--- src/verilog/instQueuePkg.sv ---
package instQueuePkg;

    //////////////////////////////////////////////////
    // Entry layout
    //////////////////////////////////////////////////

    // Instruction address and next-fetch address share this width.
    localparam int addrWidth = 32;
    localparam int instWidth = 32;

    // Packed as {address, instruction, partial flag, next-fetch address}.
    localparam int entryWidth = 2 * addrWidth + instWidth + 1;

    //////////////////////////////////////////////////
    // Lanes and banks
    //////////////////////////////////////////////////

    // Slots in, banks and decode ports out. The rotators assume exactly four.
    localparam int laneCount = 4;

    localparam int bankDepth = 8;   // Per bank, so 32 entries in the queue.

    // Selects one bank out of laneCount.
    localparam int ptrWidth = $clog2(laneCount);

    // Holds 0 to laneCount, the number of instructions moved in one cycle.
    localparam int issueWidth = ptrWidth + 1;

    // Read and write pointers inside one bank.
    localparam int bankAddrWidth = $clog2(bankDepth);

    // Bank occupancy must reach bankDepth itself.
    localparam int countWidth = bankAddrWidth + 1;

    //////////////////////////////////////////////////
    // Flow control
    //////////////////////////////////////////////////

    // A full group can still land in the cycle the request is seen, which leaves
    // one entry of headroom in every bank.
    localparam logic [countWidth-1:0] stopLevel = countWidth'(bankDepth - 1);

endpackage

--- src/verilog/instQueueBank.sv ---
`timescale 1ns/100ps

module instQueueBank (
    input  logic                                Clk,
    input  logic                                rstN,
    input  logic                                clear,
    input  logic                                wrEn,
    input  logic [instQueuePkg::entryWidth-1:0] wrData,
    input  logic                                rdEn,
    output logic [instQueuePkg::entryWidth-1:0] rdData,
    output logic                                empty,
    output logic [instQueuePkg::countWidth-1:0] count
);

    logic [instQueuePkg::entryWidth-1:0]    mem [instQueuePkg::bankDepth];
    logic [instQueuePkg::bankAddrWidth-1:0] wrPtr;
    logic [instQueuePkg::bankAddrWidth-1:0] rdPtr;

    always_ff @(posedge Clk or negedge rstN) begin
        if (!rstN) begin
            wrPtr <= '0;
            rdPtr <= '0;
            count <= '0;
        end else if (clear) begin
            wrPtr <= '0;   // Flush drops everything, including this cycle's traffic.
            rdPtr <= '0;
            count <= '0;
        end else begin
            if (wrEn) begin
                wrPtr <= wrPtr + 1'b1;   // Depth is a power of two, so it wraps.
            end
            if (rdEn) begin
                rdPtr <= rdPtr + 1'b1;
            end
            case ({wrEn, rdEn})
                2'b10:   count <= count + 1'b1;
                2'b01:   count <= count - 1'b1;
                default: count <= count;
            endcase
        end
    end

    always_ff @(posedge Clk) begin
        if (wrEn) begin
            mem[wrPtr] <= wrData;
        end
    end

    // Registered read port. The data holds until the next read.
    always_ff @(posedge Clk) begin
        if (rdEn) begin
            rdData <= mem[rdPtr];
        end
    end

    assign empty = (count == '0);

endmodule

--- src/verilog/instQueueCtrl.sv ---
`timescale 1ns/100ps

module instQueueCtrl (
    input  logic                                Clk,
    input  logic                                rstN,
    input  logic                                flush,
    input  logic                                stop,
    input  logic                                slotValid1,
    input  logic                                slotValid2,
    input  logic                                slotValid3,
    input  logic                                slotValid4,
    input  logic                                bankEmpty1,
    input  logic                                bankEmpty2,
    input  logic                                bankEmpty3,
    input  logic                                bankEmpty4,
    input  logic [instQueuePkg::countWidth-1:0] bankCount1,
    input  logic [instQueuePkg::countWidth-1:0] bankCount2,
    input  logic [instQueuePkg::countWidth-1:0] bankCount3,
    input  logic [instQueuePkg::countWidth-1:0] bankCount4,
    output logic [instQueuePkg::ptrWidth-1:0]   writePtr,
    output logic                                bankRdEn1,
    output logic                                bankRdEn2,
    output logic                                bankRdEn3,
    output logic                                bankRdEn4,
    output logic [instQueuePkg::ptrWidth-1:0]   outRotPtr,
    output logic [instQueuePkg::issueWidth-1:0] outCount,
    output logic                                reqStop
);

    logic [instQueuePkg::laneCount-1:0]  slotValid;
    logic [instQueuePkg::laneCount-1:0]  bankEmpty;
    logic [instQueuePkg::laneCount-1:0]  bankRdEn;
    logic [instQueuePkg::laneCount-1:0]  nearFull;
    logic [instQueuePkg::countWidth-1:0] bankCount [instQueuePkg::laneCount];
    logic [instQueuePkg::ptrWidth-1:0]   readPtr;   // Bank holding the oldest entry.
    logic [instQueuePkg::issueWidth-1:0] slotCount;
    logic [instQueuePkg::issueWidth-1:0] rdCount;

    assign slotValid = {slotValid4, slotValid3, slotValid2, slotValid1};
    assign bankEmpty = {bankEmpty4, bankEmpty3, bankEmpty2, bankEmpty1};
    assign bankCount = '{bankCount1, bankCount2, bankCount3, bankCount4};
    assign {bankRdEn4, bankRdEn3, bankRdEn2, bankRdEn1} = bankRdEn;

    // Valid slots form a prefix, so counting them gives the group size.
    always_comb begin
        slotCount = '0;
        for (int k = 0; k < instQueuePkg::laneCount; k++) begin
            if (slotValid[k]) begin
                slotCount = slotCount + 1'b1;
            end
        end
    end

    //////////////////////////////////////////////////
    // Read side
    //////////////////////////////////////////////////

    // Walk the banks from readPtr and stop at the first empty one.
    always_comb begin
        logic [instQueuePkg::ptrWidth-1:0] bankIdx;
        logic                              run;
        rdCount = '0;
        run     = 1'b1;
        for (int k = 0; k < instQueuePkg::laneCount; k++) begin
            bankIdx = readPtr + k[instQueuePkg::ptrWidth-1:0];
            run     = run & ~bankEmpty[bankIdx];
            if (run) begin
                rdCount = rdCount + 1'b1;
            end
        end
    end

    always_comb begin
        logic [instQueuePkg::ptrWidth-1:0] offset;
        for (int b = 0; b < instQueuePkg::laneCount; b++) begin
            offset      = b[instQueuePkg::ptrWidth-1:0] - readPtr;
            bankRdEn[b] = ({1'b0, offset} < rdCount) && !stop && !flush;
        end
    end

    always_ff @(posedge Clk or negedge rstN) begin
        if (!rstN) begin
            writePtr  <= '0;
            readPtr   <= '0;
            outRotPtr <= '0;
            outCount  <= '0;
        end else if (flush) begin
            writePtr  <= '0;
            readPtr   <= '0;
            outRotPtr <= '0;
            outCount  <= '0;
        end else begin
            writePtr  <= writePtr + slotCount[instQueuePkg::ptrWidth-1:0];   // Mod four.
            outRotPtr <= readPtr;   // The output stage rotates from the read start.
            if (stop) begin
                outCount <= '0;
            end else begin
                readPtr  <= readPtr + rdCount[instQueuePkg::ptrWidth-1:0];
                outCount <= rdCount;
            end
        end
    end

    always_comb begin
        for (int b = 0; b < instQueuePkg::laneCount; b++) begin
            nearFull[b] = (bankCount[b] >= instQueuePkg::stopLevel);
        end
    end

    assign reqStop = |nearFull;

endmodule

--- src/verilog/instWriteRotator.sv ---
`timescale 1ns/100ps

module instWriteRotator (
    input  logic [instQueuePkg::ptrWidth-1:0]   writePtr,
    input  logic                                slotValid1,
    input  logic                                slotValid2,
    input  logic                                slotValid3,
    input  logic                                slotValid4,
    input  logic [instQueuePkg::addrWidth-1:0]  slotAddr1, slotAddr2, slotAddr3, slotAddr4,
    input  logic [instQueuePkg::instWidth-1:0]  slotInst1, slotInst2, slotInst3, slotInst4,
    input  logic                                slotPart1, slotPart2, slotPart3, slotPart4,
    input  logic [instQueuePkg::addrWidth-1:0]  slotNextAddr1, slotNextAddr2,
                                                slotNextAddr3, slotNextAddr4,
    output logic                                bankWrEn1,
    output logic                                bankWrEn2,
    output logic                                bankWrEn3,
    output logic                                bankWrEn4,
    output logic [instQueuePkg::entryWidth-1:0] bankWrData1,
    output logic [instQueuePkg::entryWidth-1:0] bankWrData2,
    output logic [instQueuePkg::entryWidth-1:0] bankWrData3,
    output logic [instQueuePkg::entryWidth-1:0] bankWrData4
);

    logic [instQueuePkg::laneCount-1:0]  slotValid;
    logic [instQueuePkg::laneCount-1:0]  bankWrEn;
    logic [instQueuePkg::entryWidth-1:0] slotEntry [instQueuePkg::laneCount];
    logic [instQueuePkg::entryWidth-1:0] bankEntry [instQueuePkg::laneCount];

    assign slotValid    = {slotValid4, slotValid3, slotValid2, slotValid1};
    assign slotEntry[0] = {slotAddr1, slotInst1, slotPart1, slotNextAddr1};
    assign slotEntry[1] = {slotAddr2, slotInst2, slotPart2, slotNextAddr2};
    assign slotEntry[2] = {slotAddr3, slotInst3, slotPart3, slotNextAddr3};
    assign slotEntry[3] = {slotAddr4, slotInst4, slotPart4, slotNextAddr4};

    // Slot 1 lands in bank writePtr, so bank b takes slot (b - writePtr) mod 4.
    always_comb begin
        logic [instQueuePkg::ptrWidth-1:0] slotIdx;
        for (int b = 0; b < instQueuePkg::laneCount; b++) begin
            slotIdx      = b[instQueuePkg::ptrWidth-1:0] - writePtr;
            bankWrEn[b]  = slotValid[slotIdx];
            bankEntry[b] = slotEntry[slotIdx];
        end
    end

    assign {bankWrEn4, bankWrEn3, bankWrEn2, bankWrEn1} = bankWrEn;
    assign bankWrData1 = bankEntry[0];
    assign bankWrData2 = bankEntry[1];
    assign bankWrData3 = bankEntry[2];
    assign bankWrData4 = bankEntry[3];

endmodule

--- src/verilog/instReadRotator.sv ---
`timescale 1ns/100ps

module instReadRotator (
    input  logic [instQueuePkg::ptrWidth-1:0]   outRotPtr,
    input  logic [instQueuePkg::issueWidth-1:0] outCount,
    input  logic [instQueuePkg::entryWidth-1:0] bankRdData1,
    input  logic [instQueuePkg::entryWidth-1:0] bankRdData2,
    input  logic [instQueuePkg::entryWidth-1:0] bankRdData3,
    input  logic [instQueuePkg::entryWidth-1:0] bankRdData4,
    output logic                                portValid1,
    output logic                                portValid2,
    output logic                                portValid3,
    output logic                                portValid4,
    output logic [instQueuePkg::addrWidth-1:0]  portAddr1, portAddr2, portAddr3, portAddr4,
    output logic [instQueuePkg::instWidth-1:0]  portInst1, portInst2, portInst3, portInst4,
    output logic                                portPart1, portPart2, portPart3, portPart4,
    output logic [instQueuePkg::addrWidth-1:0]  portNextAddr1, portNextAddr2,
                                                portNextAddr3, portNextAddr4
);

    logic [instQueuePkg::entryWidth-1:0] bankEntry [instQueuePkg::laneCount];
    logic [instQueuePkg::entryWidth-1:0] portEntry [instQueuePkg::laneCount];
    logic [instQueuePkg::laneCount-1:0]  portValid;

    assign bankEntry = '{bankRdData1, bankRdData2, bankRdData3, bankRdData4};

    //////////////////////////////////////////////////
    // Back to program order
    //////////////////////////////////////////////////

    always_comb begin
        logic [instQueuePkg::ptrWidth-1:0] bankIdx;
        for (int k = 0; k < instQueuePkg::laneCount; k++) begin
            bankIdx      = outRotPtr + k[instQueuePkg::ptrWidth-1:0];
            portEntry[k] = bankEntry[bankIdx];
            // Port k+1 is valid when at least k+1 instructions were read.
            portValid[k] = (outCount > k[instQueuePkg::issueWidth-1:0]);
        end
    end

    assign {portValid4, portValid3, portValid2, portValid1} = portValid;

    assign {portAddr1, portInst1, portPart1, portNextAddr1} = portEntry[0];
    assign {portAddr2, portInst2, portPart2, portNextAddr2} = portEntry[1];
    assign {portAddr3, portInst3, portPart3, portNextAddr3} = portEntry[2];
    assign {portAddr4, portInst4, portPart4, portNextAddr4} = portEntry[3];

endmodule

--- src/verilog/instIssueQueue.sv ---
`timescale 1ns/100ps

module instIssueQueue (
    input  logic                               Clk,
    input  logic                               rstN,
    input  logic                               stop,
    input  logic                               flush,
    output logic                               reqStop,
    input  logic                               slotValid1, slotValid2, slotValid3, slotValid4,
    input  logic [instQueuePkg::addrWidth-1:0] slotAddr1, slotAddr2, slotAddr3, slotAddr4,
    input  logic [instQueuePkg::instWidth-1:0] slotInst1, slotInst2, slotInst3, slotInst4,
    input  logic                               slotPart1, slotPart2, slotPart3, slotPart4,
    input  logic [instQueuePkg::addrWidth-1:0] slotNextAddr1, slotNextAddr2,
                                               slotNextAddr3, slotNextAddr4,
    output logic                               portValid1, portValid2, portValid3, portValid4,
    output logic [instQueuePkg::addrWidth-1:0] portAddr1, portAddr2, portAddr3, portAddr4,
    output logic [instQueuePkg::instWidth-1:0] portInst1, portInst2, portInst3, portInst4,
    output logic                               portPart1, portPart2, portPart3, portPart4,
    output logic [instQueuePkg::addrWidth-1:0] portNextAddr1, portNextAddr2,
                                               portNextAddr3, portNextAddr4
);

    logic [instQueuePkg::ptrWidth-1:0]   writePtr;
    logic [instQueuePkg::ptrWidth-1:0]   outRotPtr;
    logic [instQueuePkg::issueWidth-1:0] outCount;
    logic                                bankWrEn1, bankWrEn2, bankWrEn3, bankWrEn4;
    logic                                bankRdEn1, bankRdEn2, bankRdEn3, bankRdEn4;
    logic                                bankEmpty1, bankEmpty2, bankEmpty3, bankEmpty4;
    logic [instQueuePkg::entryWidth-1:0] bankWrData1, bankWrData2, bankWrData3, bankWrData4;
    logic [instQueuePkg::entryWidth-1:0] bankRdData1, bankRdData2, bankRdData3, bankRdData4;
    logic [instQueuePkg::countWidth-1:0] bankCount1, bankCount2, bankCount3, bankCount4;

    // Port names of the three blocks below match the nets here one to one.
    instQueueCtrl    u_queueCtrl    (.*);
    instWriteRotator u_writeRotator (.*);
    instReadRotator  u_readRotator  (.*);

    //////////////////////////////////////////////////
    // Interleaved banks
    //////////////////////////////////////////////////

    instQueueBank u_bank1 (
        .Clk, .rstN, .clear(flush),
        .wrEn(bankWrEn1), .wrData(bankWrData1),
        .rdEn(bankRdEn1), .rdData(bankRdData1),
        .empty(bankEmpty1), .count(bankCount1)
    );

    instQueueBank u_bank2 (
        .Clk, .rstN, .clear(flush),
        .wrEn(bankWrEn2), .wrData(bankWrData2),
        .rdEn(bankRdEn2), .rdData(bankRdData2),
        .empty(bankEmpty2), .count(bankCount2)
    );

    instQueueBank u_bank3 (
        .Clk, .rstN, .clear(flush),
        .wrEn(bankWrEn3), .wrData(bankWrData3),
        .rdEn(bankRdEn3), .rdData(bankRdData3),
        .empty(bankEmpty3), .count(bankCount3)
    );

    instQueueBank u_bank4 (
        .Clk, .rstN, .clear(flush),
        .wrEn(bankWrEn4), .wrData(bankWrData4),
        .rdEn(bankRdEn4), .rdData(bankRdData4),
        .empty(bankEmpty4), .count(bankCount4)
    );

endmodule

--- config.mk ---
export PLATFORM = sky130hd
export DESIGN_NAME = instIssueQueue
export DESIGN_NICKNAME = d
export VERILOG_FILES = /design/src/verilog/instQueuePkg.sv /design/src/verilog/instQueueBank.sv /design/src/verilog/instQueueCtrl.sv /design/src/verilog/instWriteRotator.sv /design/src/verilog/instReadRotator.sv /design/src/verilog/instIssueQueue.sv
export SDC_FILE = /design/constraint.sdc
export NUM_CORES = 2
export LEC_CHECK = 0
export BUFFER_PORTS_ARGS = -buffer_cell sky130_fd_sc_hd__buf_2
export CAP_MARGIN = 20
export CORE_ASPECT_RATIO = 1.25
export CORE_UTILIZATION = 55
export DETAILED_ROUTE_END_ITERATION = 6
export PLACE_DENSITY_LB_ADDON = 0.1
export SETUP_SLACK_MARGIN = 0.05
export SLEW_MARGIN = 20
export SYNTH_ARGS = -nofsm -noshare
export SYNTH_HDL_FRONTEND = slang
export SYNTH_SLANG_ARGS = --single-unit
--- constraint.sdc ---
create_clock -name Clk -period 11.69 [get_ports Clk]
set_clock_uncertainty 0.1 [all_clocks]
set_input_delay 1.169 -clock Clk [delete_from_list [all_inputs] [get_ports Clk]]
set_output_delay 1.169 -clock Clk [all_outputs]
set_load 0.02 [all_outputs]
==> results.py <==
metrics = {
    "run_status": {
        "status": "completed",
    },
    "synthesis": {
        "synth_cells": 6247,
        "synth_edf_count": 3492,
        "async_flop_share_pct": 1.384,
        "synth_cell_types": 53,
        "ys.flop_type": "edfxtp_1",
        "yosys-top-cells-area": "edfxtp_1, mux4_2, mux2_2, dfrtp_1, clkbuf_1",
        "yosysTopAreaCell": "edfxtp_1",
        "yosys_warnings": 0,
        "netlist_area_um2": 149500,
        "synthDominantCellAreaShare_pct": 70.15,
        "postSynthAreaPerCell_um2": 23.93,
        "yosysSeqAreaShare_pct": 70.97,
        "syn-num-nets": 6674,
        "synth.ff_latch_count": 3541,
    },
    "floorplanning": {
        "initial_utilization_pct": 55.42,
        "fp.dieH_um": 584.9,
        "ios": 789,
        "die_w_um": 468.3,
        "row_count": 213,
        "coreArea_um2": 269700,
        "die_area_um2": 273900,
    },
    "grt": {
        "grt_max_degree": 119,
        "grt_usage_pct": 29.01,
        "antenna_found_initial": 41,
        "grt_overflow": 0,
        "grt_pass1_wl_um": 556400,
        "grt_pass1_vias": 75490,
    },
    "drt": {
        "wl_um": 396000,
        "first_pass_iters": 6,
        "ant_nets": 0,
        "drtIter0Drc": 8835,
        "detail_route.wl_per_cell_um": 36.10,
        "via_per_inst": 6.854,
        "drc_errors": 0,
        "vias": 75190,
    },
    "sta": {
        "finalCritPeriodShare_pct": 50.20,
        "worst_pin_slew_ns": 1.363,
        "setup_tns_ns": 0,
        "slew_viol_final": 0,
        "fin_hold_ws_ns": 0.3606,
        "rsz0062_at_grt": "no",
        "relSlewSlack_pct": 9.149,
        "period_needed_ns": 5.869,
        "hold_violations": 0,
        "setup_viol": 0,
        "fmax_mhz": 170.4,
    },
    "clock_network": {
        "cts-hold-fix-buffers": 0,
        "cts_resized": 0,
        "cts.path.max_buffers": 4,
        "clk_pin_slew_ns": 0.06,
        "clkLatencyLatePin_ns": 0.86,
        "cts_root_buf": "clkbuf_16",
        "htree_levels": 5,
        "cts_setup_buffers": 0,
        "clock_sinks": 3541,
        "cts_tree": "yes",
        "cts_buffers": 343,
    },
    "worst_setup_path": {
        "timing.rr.start": "u_bank3.count[1]",
        "r2r_setup_slack_ns": 5.82,
        "reg2reg_depth": 15,
        "crit_path_start_kind": "flop",
        "critPathRequiredTime_ns": 12.31,
        "r2r_end": "u_bank4.count[3]",
        "end_kind": "flop",
        "path_max_fanout": 8,
        "critPathKind": "flop to flop",
        "arrival_ns": 6.49,
    },
    "placed_design": {
        "routabilityCongestion": 0.8195,
        "hpwl_um": 239000,
        "port_buffers": 788,
    },
    "layout": {
        "multi_input_area_um2": 42020,
        "layout.area.seq_um2": 106100,
        "nets": 7552,
        "syn2layout_area_growth_pct": 12.99,
        "nFillCells": 18230,
        "layout-drive-gt1-share_pct": 46.37,
    },
    "power_and_ir_drop": {
        "p_sw_share_pct": 30.02,
        "p_per_area_nw_per_um2": 235.4,
        "p_switching_mw": 11.93,
        "power_frac_seq_pct": 45.4,
        "peakVddDrop_mv": 0.1826,
        "clock_power_share_pct": 27.3,
        "power_frac_comb_pct": 27.3,
        "static-leakage-power_nw": 52.25,
        "internal_power_mw": 27.82,
    },
    "worst_hold_path": {
        "hp-class": "input pin to asynchronous set/reset pin",
    },
    "run": {
        "maxCapViolations": 0,
    },
}
[registers in the layout, summed over array words and instances, names as in the netlist, 4 cells and up]
register        cells
u_bank1.count       4
u_bank1.mem       776
u_bank1.rdData     97
u_bank2.count       4
u_bank2.mem       776
u_bank2.rdData     97
u_bank3.count       4
u_bank3.mem       776
u_bank3.rdData     97
u_bank4.count       4
u_bank4.mem       776
u_bank4.rdData     97
[synth_stat cells, types with 16 or more instances]
| library cell | n |
|---|---|
| nor3_1 | 27 |
| nand2b_1 | 19 |
| buf_2 | 16 |
| a21oi_1 | 32 |
| nand2_1 | 19 |
| buf_1 | 157 |
| o21ai_0 | 16 |
| mux4_2 | 1557 |
| mux2_2 | 390 |
| clkbuf_1 | 235 |
| ha_1 | 27 |
| edfxtp_1 | 3492 |
| dfrtp_1 | 49 |
| nor2_1 | 60 |
[cell type report]
| type | instances | share of cell area (%) |
|---|---|---|
| clock buffers | 428 | 5.347 |
| well taps | 3547 | 2.628 |
| clock inverters | 183 | 1.047 |
| inverters | 11 | 0.02445 |
| repair buffers | 943 | 3.172 |
| flip-flops and latches | 3541 | 62.85 |
| multi-input cells | 2285 | 24.88 |
| diodes | 33 | 0.04890 |
[through the flow]
step	utilization (%)	power, mW	std cells	worst slack (ns)	instance area [um2]
floorplan	-	25.49	6247	2.690	149500
global placement	58.58	28.94	10330	6.041	158000
detailed placement	58.58	29.20	10330	5.940	158000
CTS	62.58	40.00	10940	5.781	168800
global route	62.59	41.11	10950	5.559	168800
finish	62.62	39.75	10970	5.821	168900
[layer usage]
metal	up-vias	global-route usage, %	part of all wire, %
li1	29430	-	-
met1	41520	40.25	38
met2	3658	47.56	50
met3	564	5.360	8.5
met4	30	8.335	2.8
met5	-	0	0.054
[power by group through the flow]
stage	combinational, mW	clock [mW]	sequential (mW)
after CTS	11.0	11.0	18.1
after global routing	11.5	11.4	18.2
final	10.9	10.8	18.1
after detailed placement	10.9	0	18.3
after global placement	10.7	0	18.2
after floorplan	7.77	0	17.7
[worst max path at each step]
stage,from,to,cells after the start
after floorplan,slotValid3,u_bank4.mem[0][0],3
after global placement,u_bank3.count[1],u_bank4.count[3],15
after detailed placement,u_bank3.count[1],u_bank4.count[3],15
after CTS,u_queueCtrl.outRotPtr[0],portAddr1[24],5
after global routing,u_bank2.count[1],u_bank4.count[3],16
final,u_bank3.count[1],u_bank4.count[3],15
[cell families after synthesis]
family                   count (synthesis)  synth area share, %
AO/OA/AOI/OAI                           92               0.4378
adder cells (fa/ha/maj)                 31               0.2796
AND/OR/NAND/NOR                        190               0.6730
buffers and inverters                  421                1.081
flip-flops                            3541                70.97
XOR/XNOR                                14              0.08203
multiplexers                          1958                26.47
[worst max-delay path, stage by stage, from the launching register on]
cell       delay [ns]
dfrtp_1          0.46
nor4_2           0.75
nor2_1           0.09
mux4_2           0.50
ha_1             0.28
o21ai_0          0.56
ha_1             0.39
nor2b_1          0.17
or2_2            0.34
a2111oi_4        0.56
ha_1             0.33
a21o_1           0.19
a21oi_1          0.28
nand2b_1         0.16
a211oi_1         0.05
or4_1            0.53
[placed cells by master (no fill, tap or decap), types with 12 or more instances in the layout]
cell | Yosys | layout
a21oi_1 | 32 | 32
buf_12 | 0 | 20
buf_2 | 16 | 788
buf_4 | 0 | 135
bufinv_16 | 0 | 32
clkbuf_1 | 235 | 79
clkbuf_16 | 0 | 349
clkinv_1 | 0 | 67
clkinv_2 | 0 | 53
dfrtp_1 | 49 | 33
dfrtp_4 | 0 | 16
diode_2 | 0 | 33
edfxtp_1 | 3492 | 3492
ha_1 | 27 | 27
inv_6 | 0 | 12
mux2_2 | 390 | 390
mux4_2 | 1557 | 1557
nand2_1 | 19 | 19
nand2b_1 | 19 | 19
nand3_1 | 15 | 15
nor2_1 | 60 | 32
nor2_4 | 0 | 28
nor3_1 | 27 | 19
o21ai_0 | 16 | 16
Note: power is estimated with default switching activity, not from simulation.
